**src/logic/xbar_track_pkg.sv**
```systemverilog
`default_nettype none

package xbar_track_pkg;

  parameter int NUM_CH   = 3;
  // Fixed by the two-bit bank field
  parameter int NUM_BANK = 4;
  parameter int CNT_W    = 10;

  // Request addresses carry bits 31 down to ADDR_LSB
  parameter int ADDR_LSB = 4;
  // Bank select sits in address bits 9:8
  parameter int BANK_LSB = 8;

  typedef enum logic [2:0] {
    OP_READ     = 3'd0,
    OP_WRITE    = 3'd1,
    OP_ATOMIC   = 3'd2,
    OP_PREFETCH = 3'd3,
    OP_FLUSH    = 3'd4
  } mem_op_e;

  // APB map
  // Counter of channel c, bank b at byte address 4 * (c * NUM_BANK + b)
  parameter logic [31:0] APB_STATUS_ADDR = 32'h0000_0030;

endpackage

`default_nettype wire

```
**src/logic/read_event_decode.sv**
```systemverilog
`timescale 1ns/1ns
`default_nettype none

module read_event_decode
  import xbar_track_pkg::*;
#(
  parameter int NUM_CH = xbar_track_pkg::NUM_CH
) (
  input  logic                                 clk_i,
  input  logic                                 rst_i,
  input  logic    [NUM_CH-1:0]                 req_valid_i,
  input  logic    [NUM_CH-1:0]                 req_ready_i,
  input  mem_op_e [NUM_CH-1:0]                 req_op_i,
  input  logic    [NUM_CH-1:0][31:ADDR_LSB]    req_addr_i,
  input  logic    [NUM_CH-1:0]                 rtn_valid_i,
  input  logic    [NUM_CH-1:0][1:0]            rtn_bank_i,
  output logic    [NUM_CH-1:0][NUM_BANK-1:0]   inc_q_o,
  output logic    [NUM_CH-1:0][NUM_BANK-1:0]   dec_q_o
);

  logic [NUM_CH-1:0][NUM_BANK-1:0] inc_d;
  logic [NUM_CH-1:0][NUM_BANK-1:0] dec_d;
  logic [NUM_CH-1:0]               rd_accept;

  // Each channel qualifies with its own opcode
  always_comb begin
    for (int c = 0; c < NUM_CH; c++) begin
      rd_accept[c] = req_valid_i[c] & req_ready_i[c] & (req_op_i[c] == OP_READ);
    end
  end

  always_comb begin
    inc_d = '0;
    dec_d = '0;
    for (int c = 0; c < NUM_CH; c++) begin
      if (rd_accept[c]) begin
        inc_d[c][req_addr_i[c][BANK_LSB+1:BANK_LSB]] = 1'b1;
      end
      // Returns are never stalled
      if (rtn_valid_i[c]) begin
        dec_d[c][rtn_bank_i[c]] = 1'b1;
      end
    end
  end

  always_ff @(posedge clk_i or posedge rst_i) begin
    if (rst_i) begin
      inc_q_o <= '0;
      dec_q_o <= '0;
    end else begin
      inc_q_o <= inc_d;
      dec_q_o <= dec_d;
    end
  end

endmodule

`default_nettype wire

```
**src/logic/outstanding_counters.sv**
```systemverilog
`timescale 1ns/1ns
`default_nettype none

module outstanding_counters
  import xbar_track_pkg::*;
#(
  parameter int NUM_CH = xbar_track_pkg::NUM_CH,
  parameter int CNT_W  = xbar_track_pkg::CNT_W
) (
  input  logic                                clk_i,
  input  logic                                rst_i,
  input  logic [NUM_CH-1:0][NUM_BANK-1:0]     inc_i,
  input  logic [NUM_CH-1:0][NUM_BANK-1:0]     dec_i,
  input  logic [NUM_CH-1:0]                   clr_underflow_i,
  output logic [NUM_CH*NUM_BANK*CNT_W-1:0]    counts_o,
  output logic [NUM_CH-1:0]                   underflow_o
);

  logic [NUM_CH-1:0][NUM_BANK-1:0][CNT_W-1:0] cnt_q;
  logic [NUM_CH-1:0][NUM_BANK-1:0][CNT_W-1:0] cnt_d;
  logic [NUM_CH-1:0]                          uf_q;
  logic [NUM_CH-1:0]                          uf_hit;

  // Increment and decrement act on their own banks
  always_comb begin
    cnt_d  = cnt_q;
    uf_hit = '0;
    for (int c = 0; c < NUM_CH; c++) begin
      for (int b = 0; b < NUM_BANK; b++) begin
        if (dec_i[c][b] && !inc_i[c][b]) begin
          if (cnt_q[c][b] == '0) begin
            // Hold at zero, flag the channel
            uf_hit[c] = 1'b1;
          end else begin
            cnt_d[c][b] = cnt_q[c][b] - 1'b1;
          end
        end else if (inc_i[c][b] && !dec_i[c][b]) begin
          cnt_d[c][b] = cnt_q[c][b] + 1'b1;
        end
      end
    end
  end

  always_ff @(posedge clk_i or posedge rst_i) begin
    if (rst_i) begin
      cnt_q <= '0;
    end else begin
      cnt_q <= cnt_d;
    end
  end

  // Sticky, a new underflow wins over a clear
  always_ff @(posedge clk_i or posedge rst_i) begin
    if (rst_i) begin
      uf_q <= '0;
    end else begin
      uf_q <= (uf_q & ~clr_underflow_i) | uf_hit;
    end
  end

  assign counts_o    = cnt_q;
  assign underflow_o = uf_q;

endmodule

`default_nettype wire

```
**src/logic/apb_count_regs.sv**
```systemverilog
`timescale 1ns/1ns
`default_nettype none

module apb_count_regs
  import xbar_track_pkg::*;
#(
  parameter int NUM_CH = xbar_track_pkg::NUM_CH,
  parameter int CNT_W  = xbar_track_pkg::CNT_W
) (
  input  logic                              clk_i,
  input  logic                              rst_i,
  input  logic                              psel_i,
  input  logic                              penable_i,
  input  logic                              pwrite_i,
  input  logic [31:0]                       paddr_i,
  input  logic [31:0]                       pwdata_i,
  input  logic [NUM_CH*NUM_BANK*CNT_W-1:0]  counts_i,
  input  logic [NUM_CH-1:0]                 underflow_i,
  output logic [31:0]                       prdata_o,
  output logic                              pslverr_o,
  output logic [NUM_CH-1:0]                 clr_underflow_o
);

  localparam int NUM_REGS = NUM_CH * NUM_BANK;

  logic             access;
  logic [31:0]      word_idx;
  logic             is_status;
  logic             cnt_hit;
  logic [CNT_W-1:0] cnt_val;

  assign access    = psel_i & penable_i;
  assign word_idx  = {2'b00, paddr_i[31:2]};
  assign is_status = (paddr_i == APB_STATUS_ADDR);

  // Counter select, word aligned only
  always_comb begin
    cnt_hit = 1'b0;
    cnt_val = '0;
    for (int r = 0; r < NUM_REGS; r++) begin
      if (paddr_i[1:0] == 2'b00 && word_idx == r) begin
        cnt_hit = 1'b1;
        cnt_val = counts_i[r*CNT_W +: CNT_W];
      end
    end
  end

  always_comb begin
    prdata_o  = '0;
    pslverr_o = 1'b0;
    if (access) begin
      if (is_status) begin
        if (!pwrite_i) prdata_o[NUM_CH-1:0] = underflow_i;
      end else if (cnt_hit) begin
        if (!pwrite_i) prdata_o[CNT_W-1:0] = cnt_val;
      end else begin
        pslverr_o = 1'b1;
      end
    end
  end

  // W1C pulse, loaded at the edge closing the access phase
  always_ff @(posedge clk_i or posedge rst_i) begin
    if (rst_i) begin
      clr_underflow_o <= '0;
    end else if (access && pwrite_i && is_status) begin
      clr_underflow_o <= pwdata_i[NUM_CH-1:0];
    end else begin
      clr_underflow_o <= '0;
    end
  end

endmodule

`default_nettype wire

```
**src/logic/read_tracker_top.sv**
```systemverilog
`timescale 1ns/1ns
`default_nettype none

module read_tracker_top
  import xbar_track_pkg::*;
#(
  parameter int NUM_CH = xbar_track_pkg::NUM_CH,
  parameter int CNT_W  = xbar_track_pkg::CNT_W
) (
  input  logic                              clk_i,
  input  logic                              rst_i,
  input  logic    [NUM_CH-1:0]              req_valid_i,
  input  logic    [NUM_CH-1:0]              req_ready_i,
  input  mem_op_e [NUM_CH-1:0]              req_op_i,
  input  logic    [NUM_CH-1:0][31:ADDR_LSB] req_addr_i,
  input  logic    [NUM_CH-1:0]              rtn_valid_i,
  input  logic    [NUM_CH-1:0][1:0]         rtn_bank_i,
  input  logic                              psel_i,
  input  logic                              penable_i,
  input  logic                              pwrite_i,
  input  logic    [31:0]                    paddr_i,
  input  logic    [31:0]                    pwdata_i,
  output logic    [31:0]                    prdata_o,
  output logic                              pslverr_o
);

  logic [NUM_CH-1:0][NUM_BANK-1:0]  inc_q;
  logic [NUM_CH-1:0][NUM_BANK-1:0]  dec_q;
  logic [NUM_CH*NUM_BANK*CNT_W-1:0] counts;
  logic [NUM_CH-1:0]                underflow;
  logic [NUM_CH-1:0]                clr_underflow;

  read_event_decode #(
    .NUM_CH (NUM_CH)
  ) read_event_decode_i (
    .clk_i       (clk_i),
    .rst_i       (rst_i),
    .req_valid_i (req_valid_i),
    .req_ready_i (req_ready_i),
    .req_op_i    (req_op_i),
    .req_addr_i  (req_addr_i),
    .rtn_valid_i (rtn_valid_i),
    .rtn_bank_i  (rtn_bank_i),
    .inc_q_o     (inc_q),
    .dec_q_o     (dec_q)
  );

  outstanding_counters #(
    .NUM_CH (NUM_CH),
    .CNT_W  (CNT_W)
  ) outstanding_counters_i (
    .clk_i           (clk_i),
    .rst_i           (rst_i),
    .inc_i           (inc_q),
    .dec_i           (dec_q),
    .clr_underflow_i (clr_underflow),
    .counts_o        (counts),
    .underflow_o     (underflow)
  );

  apb_count_regs #(
    .NUM_CH (NUM_CH),
    .CNT_W  (CNT_W)
  ) apb_count_regs_i (
    .clk_i           (clk_i),
    .rst_i           (rst_i),
    .psel_i          (psel_i),
    .penable_i       (penable_i),
    .pwrite_i        (pwrite_i),
    .paddr_i         (paddr_i),
    .pwdata_i        (pwdata_i),
    .counts_i        (counts),
    .underflow_i     (underflow),
    .prdata_o        (prdata_o),
    .pslverr_o       (pslverr_o),
    .clr_underflow_o (clr_underflow)
  );

endmodule

`default_nettype wire

```
**config.mk**
```make
export PLATFORM = sky130hd
export DESIGN_NAME = read_tracker_top
export DESIGN_NICKNAME = d
export VERILOG_FILES = /design/src/logic/xbar_track_pkg.sv /design/src/logic/read_event_decode.sv /design/src/logic/outstanding_counters.sv /design/src/logic/apb_count_regs.sv /design/src/logic/read_tracker_top.sv
export SDC_FILE = /design/constraint.sdc
export NUM_CORES = 1
export LEC_CHECK = 0
export BUFFER_PORTS_ARGS = -buffer_cell sky130_fd_sc_hd__clkbuf_2
export CAP_MARGIN = 25
export CELL_PAD_IN_SITES_DETAIL_PLACEMENT = 0
export CELL_PAD_IN_SITES_GLOBAL_PLACEMENT = 1
export CORE_UTILIZATION = 46
export CTS_CLUSTER_DIAMETER = 30
export CTS_CLUSTER_SIZE = 14
export DETAILED_ROUTE_END_ITERATION = 6
export GPL_ROUTABILITY_DRIVEN = 1
export GPL_TIMING_DRIVEN = 0
export PLACE_DENSITY_LB_ADDON = 0.08
export SLEW_MARGIN = 10
export SYNTH_ARGS = -nofsm -noshare
export SYNTH_HDL_FRONTEND = slang
export SYNTH_SLANG_ARGS = --single-unit
```
**constraint.sdc**
```tcl
create_clock -name clk_i -period 10.3 [get_ports clk_i]
set_input_delay 2.06 -clock clk_i [delete_from_list [all_inputs] [get_ports clk_i]]
set_output_delay 2.06 -clock clk_i [all_outputs]
set_load 0.005 [all_outputs]
```
==> reports/metrics.cfg, run 1 <==
[pwr]
power_density_nw_per_um2=223
p_leak_uw=0.00586
ir_drop_mv=0.110
total_power_uw=2880

[cts]
clock_latency_ps=440
cts.sinks=150
ctsHoldBuffers=0
cts_resized=0
cts-root-buf=clkbuf_16
cts_max_path_buffers=2
htreeDepth=4
cts_setup_buffers=0
cts_tree=yes
cts.reportedPaths.clkPinSlew_ps=70
cts_buffers=17

[sta]
setup_viol=0
tightest_slew_ps=896
fmax_ghz=0.151
fin_crit_sh_pct=64.4
hold_viol=0
tns_ps=0
fin_skew_ps=10.5
slew_headroom_pct=40.2
rsz0062_at_grt=no
finalMaxSlewViolations=0
fin_crit_ps=6640

[cells_and_area]
nets=1698
antenna_cells=0
nFillCells=2295
utilization_pct=53.1
final_cell_count_no_fill=1750
areaGrowthSynthToFinish_pct=13.2
drive_above_1_share_pct=13.6

[logic_synthesis]
synth_edf_count=0
synth.distinct_cells=71
yosysWarnings=0
yosysSeqAreaShare_pct=32.9
syn_area_per_cell_um2=8.80
synth.cell_area_um2=11400
yosysTopAreaCell=dfrtp_1
synth_cells=1295
ys_top_cells_by_area=dfrtp_1 (33%), ha_1 (11%), nand2_1 (5.2%)
synth_flop_cell=dfrtp_1
post-synth-top-area-fraction_pct=32.9
yosys_register_bits=150
synthArstFlopShare_pct=100

[floorplanning]
row_count=57
io-pin-count=210
dieHeight_um=159
start_util_pct=46.9
coreArea_um2=24300
dieArea_um2=25400
die-width_um=159

[setup_path]
critPathCaptureType=output pin
cp-endpoint=prdata_o[8]
r2r-end=outstanding_counters_i.counts_o[119]
reg2reg_depth=9
reg2reg_slack_ps=7510
critPathRequiredTime_ps=8240
r2r-start=read_event_decode_i.inc_q_o[11]
path_max_fanout=10
crit_start=paddr_i[5]
crit_type=in2out
critPathArrivalTime_ps=4580
start_kind=input port

[placement]
dp.cells=1718
port_buffers=77
routabilityCongestion=0.904
post-dp-hpwl_mm=23.1

[detailed_routing]
drc_errors=4
drtAntennaViolNets=0
wl_mm=29.9
dr_total_vias=9644
firstDrtPassIters=7
viasPerCell=5.51
drt_iter0_markers=601
wire_per_inst_um=17.1

[run_status]
status=finished with violations
violations=DRC

[global_routing]
grtUsageTotal_pct=24.4
grt_max_degree=77
grt_pass1_wl_mm=49.1
antenna_found_initial=0
grt_pass1_vias=9191
grt_overflow=0

[job]
cap_viol_max_count=0

[hold_path]
hp-class=reg2reg

## area by class of cell
type / count / area (µm²) / share of cell area (%)
Timing Repair Buffer: 78 / 413 / 3.20
Clock inverter: 13 / 170 / 1.32
Tap cell: 324 / 405 / 3.14
Inverter: 54 / 210 / 1.63
Clock buffer: 19 / 433 / 3.35
Buffer: 47 / 323 / 2.50
Multi-Input combinational cell: 1065 / 7200 / 55.8
Sequential cell: 150 / 3750 / 29.1
## kinds of logic after synthesis
group / share of synthesized area, %
muxes: 1.84
AOI/OAI and AO/OA: 16.7
buffers and inverters: 4.61
and+or+nand+nor: 22.9
DFF: 32.9
xor gates and xnor gates: 8.30
other: 0.0329
adders and majority gates: 12.6
## flip-flops by register name, summed over array words and instances (netlist names)
register,count
outstanding_counters_i.counts_o,120
read_event_decode_i.dec_q_o,12
read_event_decode_i.inc_q_o,12
apb_count_regs_i.clr_underflow_o,3
outstanding_counters_i.underflow_o,3
## per-stage QoR
stage	area, µm²	setup WS, ps	hold slack [ps]
final	12900	3660	482
after floorplan	11500	4200	453
after CTS	12900	3780	493
after detailed placement	12300	3800	484
after global placement	12300	2100	484
after global routing	12900	3620	505
## synth_stat cells (all sizes together), types with 5 or more instances
| cell | instances |
|---|---|
| o41ai | 16 |
| fa | 12 |
| or2 | 6 |
| nand2 | 159 |
| mux2i | 21 |
| nand2b | 27 |
| inv | 54 |
| nor3 | 32 |
| nor3b | 6 |
| o21ai | 128 |
| buf | 45 |
| a31oi | 9 |
| o22ai | 6 |
| nand3 | 34 |
| o211ai | 21 |
| or4 | 27 |
| a211o | 5 |
| dfrtp | 150 |
| xnor2 | 41 |
| nor2b | 32 |
| and2 | 16 |
| nor4 | 24 |
| a21oi | 57 |
| ha | 96 |
| xor2 | 67 |
| nor2 | 113 |
| and3 | 7 |
| a22oi | 14 |
| a22o | 11 |
## cells in the final DEF, fill, tap and decap left out, drive strengths merged, types with 5 or more instances in the layout
cell type	Yosys	final
nor2	113	113
and3	7	7
o41ai	16	16
xnor2	41	41
nand2b	27	27
nor3	32	32
nor2b	32	32
or4	27	27
fa	12	12
a31oi	9	9
dfrtp	150	150
conb	1	22
a211o	5	5
nor3b	6	6
xor2	67	67
nand2	159	159
ha	96	96
inv	54	57
o21ai	128	128
a22o	11	11
a22oi	14	14
nand3	34	34
mux2i	21	21
nor4	24	24
o22ai	6	6
buf	45	46
clkbuf	2	98
a21oi	57	57
or2	6	6
and2	16	16
o211ai	21	21
## report_power, final
group	total (µW)	internal, µW	switching (µW)
clock network	661	384	277
logic	1090	507	581
registers	1130	809	323
total	2880	1700	1180
## per-layer routing
metal | GRT usage (%) | share of wire, % | routed length, µm | vias to the layer above
met1 | 33.1 | 47 | 14100 | 4559
met3 | 3.80 | 3.5 | 1050 | 36
met4 | 6.21 | 1.8 | 529 | 0
met2 | 40.6 | 48 | 14200 | 183
li1 | - | - | - | 4866
met5 | 0 | 0 | 0 | -
## critical path, stage by stage
cell and delay [ps]:
clkbuf_2 110, buf_4 170, nor4b_2 650, a22oi_1 210, nand2b_1 210, a211oi_1 470
a211o_1 230, o211ai_1 120, a21oi_1 190, clkbuf_2 140
## worst min path at each step
stage                                   startpoint                                     to  slack [ps]  cells after the start
2_1_floorplan  apb_count_regs_i.clr_underflow_o[2]  outstanding_counters_i.underflow_o[2]         450                      1
3_3_place_gp   outstanding_counters_i.counts_o[19]    outstanding_counters_i.counts_o[19]         480                      1
3_5_place_dp   apb_count_regs_i.clr_underflow_o[2]  outstanding_counters_i.underflow_o[2]         480                      1
4_1_cts        apb_count_regs_i.clr_underflow_o[2]  outstanding_counters_i.underflow_o[2]         490                      1
5_1_grt        outstanding_counters_i.counts_o[19]    outstanding_counters_i.counts_o[19]         510                      1
6_report       apb_count_regs_i.clr_underflow_o[2]  outstanding_counters_i.underflow_o[2]         480                      1
Note: power is estimated with default switching activity, not from simulation.
==> run 2: changes to the inputs <==
--- a/config.mk
+++ b/config.mk
@@ -9,7 +9,7 @@
 export CAP_MARGIN = 25
 export CELL_PAD_IN_SITES_DETAIL_PLACEMENT = 0
 export CELL_PAD_IN_SITES_GLOBAL_PLACEMENT = 1
-export CORE_UTILIZATION = 46
+export CORE_UTILIZATION = 43
 export CTS_CLUSTER_DIAMETER = 30
 export CTS_CLUSTER_SIZE = 14
 export DETAILED_ROUTE_END_ITERATION = 6
==> constraint.sdc (replaced) <==
create_clock -name clk_i -period 6.7 [get_ports clk_i]
set_input_delay 1.34 -clock clk_i [delete_from_list [all_inputs] [get_ports clk_i]]
set_output_delay 1.34 -clock clk_i [all_outputs]
set_load 0.005 [all_outputs]
==> run 2 against run 1 <==
Effect of this change:
- the flow now finishes without violations
- setup slack worse by 2100 ps
- clock skew rose by 4.5 ps
- via count shrank 0.61%
- wire length grew 0.95%
- core utilization down 3.3 points
- total power increased by 55%
- critical path type unchanged
- critical endpoint unchanged
==> reports/metrics.cfg, run 2 (synthesized netlist as in run 1, its figures left out) <==
[global_routing]
antenna_found_initial=1  ; +1
use_met1_pct=31.3  ; -1.8 points
grt_pass1_vias=9063  ; -1.4%
grtUsageTotal_pct=23.2  ; -1.2 points
use_met2_pct=38.7  ; -2.0 points
grt_max_degree=84  ; +9.1%
grt_overflow=0  ; unchanged
use_met3_pct=3.49  ; -0.31 points
grt_pass1_wl_mm=48.6  ; -0.94%
busiest_layer=met2

[sta]
fin_skew_ps=14.9  ; +4.45 ps
rsz0062_at_grt=no
tightest_slew_ps=926  ; +29.9 ps
fmax_ghz=0.196
fin_crit_sh_pct=76.3
setup_viol=0  ; unchanged
finalMaxSlewViolations=0  ; unchanged
fin_crit_ps=5110
hold-worst-slack_ps=500  ; +17.9 ps
slew_headroom_pct=38.2  ; -2.0 points
hold_viol=0  ; unchanged

[cells_and_area]
areaGrowthSynthToFinish_pct=13.7
antenna_cells=0  ; unchanged
multi_input_area_um2=7200  ; unchanged
mostFrequentLayoutCell=nand2_1
utilization_pct=49.7  ; -3.3 points
nets=1698  ; unchanged
regArea_um2=3750  ; unchanged
drive_above_1_share_pct=13.7  ; +0.14 points
largest_reg_flops=120  ; unchanged
nFillCells=2569  ; +12%
final_cell_mix=nand2_1 (159), dfrtp_1 (150), nor2_1 (98)

[cts]
cts.reportedPaths.clkPinSlew_ps=60  ; about the same
htreeDepth=4  ; unchanged
ctsHoldBuffers=0  ; unchanged
cts.sinks=150  ; unchanged
cts-root-buf=clkbuf_16
cts_buffers=17  ; unchanged
clock_latency_ps=430  ; about the same
cts_tree=yes
cts_max_path_buffers=2  ; unchanged
cts_resized=0  ; unchanged
cts_setup_buffers=0  ; unchanged

[setup_path]
start_kind=input port
crit_type=in2out
reg2reg_slack_ps=3840  ; -3670 ps
critPathArrivalTime_ps=3770  ; -810 ps
critPathRequiredTime_ps=5360  ; -2880 ps
path_max_fanout=10  ; unchanged
critPathCaptureType=output pin

[job]
cap_viol_max_count=0  ; unchanged

[detailed_routing]
drc_errors=0  ; -4
wire_per_inst_um=17.1  ; +0.32%
wl_mm=30.2  ; +0.95%
firstDrtPassIters=5  ; -2
drtAntennaViolNets=0  ; unchanged
dr_total_vias=9585  ; -0.61%
drt_iter0_markers=578  ; -3.8%
viasPerCell=5.44  ; -1.2%

[floorplanning]
die-width_um=165  ; +3.4%
coreArea_um2=26100  ; +7.2%
io-pin-count=210  ; unchanged
dieHeight_um=165  ; +3.4%
start_util_pct=43.7  ; -3.1 points
dieArea_um2=27200  ; +6.9%
row_count=59  ; +3.5%

[pwr]
ir_drop_mv=0.145  ; +32%
power_density_nw_per_um2=345  ; +54%
p_leak_uw=0.00588  ; +0.45%

[placement]
post-dp-hpwl_mm=23.3  ; +1.0%
port_buffers=77  ; unchanged
routabilityCongestion=0.854  ; -5.5%

[run_status]
status=complete, no violations

[hold_path]
hp-class=reg2reg

==> run 2: final timing paths <==
kind,start,end,cells past startpoint
worst min register to register,outstanding_counters_i.counts_o[19],outstanding_counters_i.counts_o[19],1
min in group asynchronous,rst_i,outstanding_counters_i.counts_o[46],2
max in group asynchronous,rst_i,read_event_decode_i.dec_q_o[8],3
worst min-delay path,outstanding_counters_i.counts_o[19],outstanding_counters_i.counts_o[19],1
worst max register to register,read_event_decode_i.inc_q_o[11],outstanding_counters_i.counts_o[119],9
worst max-delay path,paddr_i[5],prdata_o[8],10
==> run 2: worst max-delay path: stages <==
cell and delay (ps):
clkbuf_2 110, buf_4 180, nor4b_2 620, a22oi_1 210, nand2b_1 200, a211oi_1 410
a211o_1 210, o211ai_1 100, a21oi_1 230, clkbuf_2 160
==> run 2: where the power goes <==
| group | total, µW | internal (µW) | switching, µW |
|---|---|---|---|
| registers | 1740 | 1240 | 494 |
| clock network | 1070 | 650 | 423 |
| logic | 1660 | 778 | 881 |
| total | 4470 | 2670 | 1800 |
==> run 2: per-stage QoR <==
stage	std cells	area [µm²]	TNS, ps	power, µW	setup WS, ps
after global routing	1761	13000	0	4840	1480
after floorplan	1316	11500	0	2920	1320
final	1761	13000	0	4470	1590
after global placement	1728	12300	-125810	3380	-856
after CTS	1761	13000	0	4510	1660
after detailed placement	1729	12300	0	3410	1660
==> run 2: cell type report <==
| cell class | instances | share of cell area [%] |
|---|---|---|
| Inverter | 54 | 1.62 |
| Timing Repair Buffer | 78 | 3.19 |
| Buffer | 47 | 2.49 |
| Sequential cell | 150 | 29.0 |
| Clock buffer | 19 | 3.49 |
| Clock inverter | 13 | 1.49 |
| Tap cell | 335 | 3.23 |
| Multi-Input combinational cell | 1065 | 55.5 |
==> run 2: per-layer routing <==
layer | vias to the layer above | share of wire [%]
met3 | 34 | 3.2
li1 | 4876 | -
met1 | 4508 | 48
met5 | - | 0.027
met2 | 165 | 47
met4 | 2 | 1.5
==> run 3: changes to the inputs <==
--- a/config.mk
+++ b/config.mk
@@ -9,7 +9,7 @@
 export CAP_MARGIN = 25
 export CELL_PAD_IN_SITES_DETAIL_PLACEMENT = 0
 export CELL_PAD_IN_SITES_GLOBAL_PLACEMENT = 1
-export CORE_UTILIZATION = 43
+export CORE_UTILIZATION = 39
 export CTS_CLUSTER_DIAMETER = 30
 export CTS_CLUSTER_SIZE = 14
 export DETAILED_ROUTE_END_ITERATION = 6
==> constraint.sdc (replaced) <==
create_clock -name clk_i -period 4.45 [get_ports clk_i]
set_input_delay 0.89 -clock clk_i [delete_from_list [all_inputs] [get_ports clk_i]]
set_output_delay 0.89 -clock clk_i [all_outputs]
set_load 0.005 [all_outputs]
==> run 3 against run 2 <==
Effect of this change:
- hold slack better by 2.4 ps
- register-to-register slack got worse by 2300 ps
- largest power group unchanged
- die area rose by 10%
- combinational power up 51%
==> reports/metrics.cfg, run 3 (synthesized netlist as in run 1, its figures left out) <==
[cts]
cts_resized=0  ; unchanged
cts.sinks=150  ; unchanged
ctsHoldBuffers=0  ; unchanged
cts-root-buf=clkbuf_16
cts_setup_buffers=0  ; unchanged
cts_tree=yes
cts_max_path_buffers=2  ; unchanged
cts.reportedPaths.clkPinSlew_ps=60  ; about the same
cts_buffers=17  ; unchanged
clock_latency_ps=440  ; about the same
htreeDepth=4  ; unchanged

[sta]
finalMaxSlewViolations=0  ; unchanged
fin_crit_ps=4160
tightest_slew_ps=1030  ; +106 ps
fin_crit_sh_pct=93.4
rsz0062_at_grt=no
fmax_ghz=0.241
fin_skew_ps=11.8  ; -3.15 ps
hold_viol=0  ; unchanged
setup_viol=0  ; unchanged
slew_headroom_pct=31.1  ; -7.1 points
tns_ps=0  ; unchanged

[global_routing]
grtUsageTotal_pct=21.7  ; -1.4 points
grt_max_degree=35  ; -58%
grt_pass1_wl_mm=51.2  ; +5.3%
grt_pass1_vias=9119  ; +0.62%
antenna_found_initial=2  ; +1
grt_overflow=0  ; unchanged

[detailed_routing]
drc_errors=0  ; unchanged
firstDrtPassIters=5  ; unchanged
drtAntennaViolNets=0  ; unchanged
wire_per_inst_um=17.4  ; +1.6%
drt_iter0_markers=565  ; -2.2%
dr_total_vias=9546  ; -0.41%
viasPerCell=5.27  ; -3.2%
wl_mm=31.5  ; +4.6%

[job]
cap_viol_max_count=0  ; unchanged

[floorplanning]
io-pin-count=210  ; unchanged
start_util_pct=39.7  ; -4.0 points
die-width_um=173  ; +4.9%
coreArea_um2=28700  ; +10%
dieArea_um2=29900  ; +10%
row_count=62  ; +5.1%
dieHeight_um=173  ; +4.9%

[cells_and_area]
areaGrowthSynthToFinish_pct=14.7
largest_reg_flops=120  ; unchanged
nFillCells=2879  ; +12%
final_cell_count_no_fill=1812  ; +2.9%
final_cell_mix=nand2_1 (159), dfrtp_1 (150), nor2_1 (98)
drive_above_1_share_pct=13.7  ; -0.019 points
nets=1701  ; +0.18%
utilization_pct=45.5  ; -4.2 points
mostFrequentLayoutCell=nand2_1
antenna_cells=0  ; unchanged

[pwr]
switchingPower_uw=2700  ; +50%
power.internal_uw=4060  ; +52%
seq_power_share_pct=38.7  ; -0.2 points
power_density_nw_per_um2=517  ; +50%
ir_drop_mv=0.265  ; +83%
switching_share_pct=40.0  ; -0.26 points
clockPowerShare_pct=24.4  ; +0.4 points
combPwrFrac_pct=36.9  ; -0.2 points
p_leak_uw=0.00590  ; +0.32%

[setup_path]
critPathRequiredTime_ps=3560  ; -1800 ps
crit_type=in2out
start_kind=input port
path_max_fanout=10  ; unchanged
critPathCaptureType=output pin
critPathArrivalTime_ps=3270  ; -500 ps

[placement]
post-dp-hpwl_mm=24.5  ; +5.1%
port_buffers=77  ; unchanged
routabilityCongestion=0.884  ; +3.5%
dp.cells=1781  ; +3.0%

[run_status]
status=complete, no violations

[hold_path]
hp-class=reg2reg

==> run 3: worst max-delay path, stage by stage <==
cell	delay [ps]
clkbuf_2	90
buf_4	170
nor4b_2	660
a22oi_1	220
nand2b_1	210
a211oi_1	390
a211o_1	230
o211ai_1	100
a21oi_1	170
clkbuf_2	140
==> run 3: area by class of cell <==
cell class,count,area [µm²],share of cell area [%]
sequential,150,3750,28.7
clock buffer,20,447,3.42
clock inverter,11,198,1.51
buffer,47,323,2.47
timing repair buffer,81,465,3.56
tap,384,480,3.68
inverter,54,206,1.58
multi-input combinational,1065,7200,55.1
==> run 3: power groups by stage <==
stage | Combinational, µW | Clock [µW] | Sequential [µW]
floorplan | 2100 | 0 | 2300
global placement | 2450 | 0 | 2640
detailed placement | 2510 | 0 | 2640
CTS | 2510 | 1680 | 2620
global route | 2890 | 1740 | 2700
finish | 2500 | 1650 | 2620
==> run 3: per-stage QoR <==
step | hold WS [ps] | total power (µW) | setup slack (ps) | area [µm²]
global route | 510 | 7330 | 59.7 | 13100
floorplan | 453 | 4400 | 1100 | 11500
CTS | 502 | 6820 | 289 | 13100
finish | 502 | 6760 | 293 | 13100
detailed placement | 489 | 5150 | 289 | 12400
global placement | 490 | 5090 | 241 | 12300
==> run 3: path summary, 6_finish.rpt <==
kind / to / slack, ps / startpoint / depth (start not counted)
setup / recovery: prdata_o[8] / 290 / paddr_i[5] / 10
hold / removal: outstanding_counters_i.counts_o[19] / 500 / outstanding_counters_i.counts_o[19] / 1
setup reg to reg: outstanding_counters_i.counts_o[119] / 1510 / read_event_decode_i.dec_q_o[11] / 9
hold reg to reg: outstanding_counters_i.counts_o[19] / 500 / outstanding_counters_i.counts_o[19] / 1
max in group asynchronous: read_event_decode_i.dec_q_o[9] / 3020 / rst_i / 4
min in group asynchronous: outstanding_counters_i.counts_o[46] / 550 / rst_i / 2
==> run 3: per-layer routing <==
layer	vias up	wire, µm	global-route usage (%)
met5	-	19	0
met4	4	215	3.54
met3	17	1320	4.31
met2	170	14700	35.3
met1	4474	15300	30.2
li1	4881	-	-
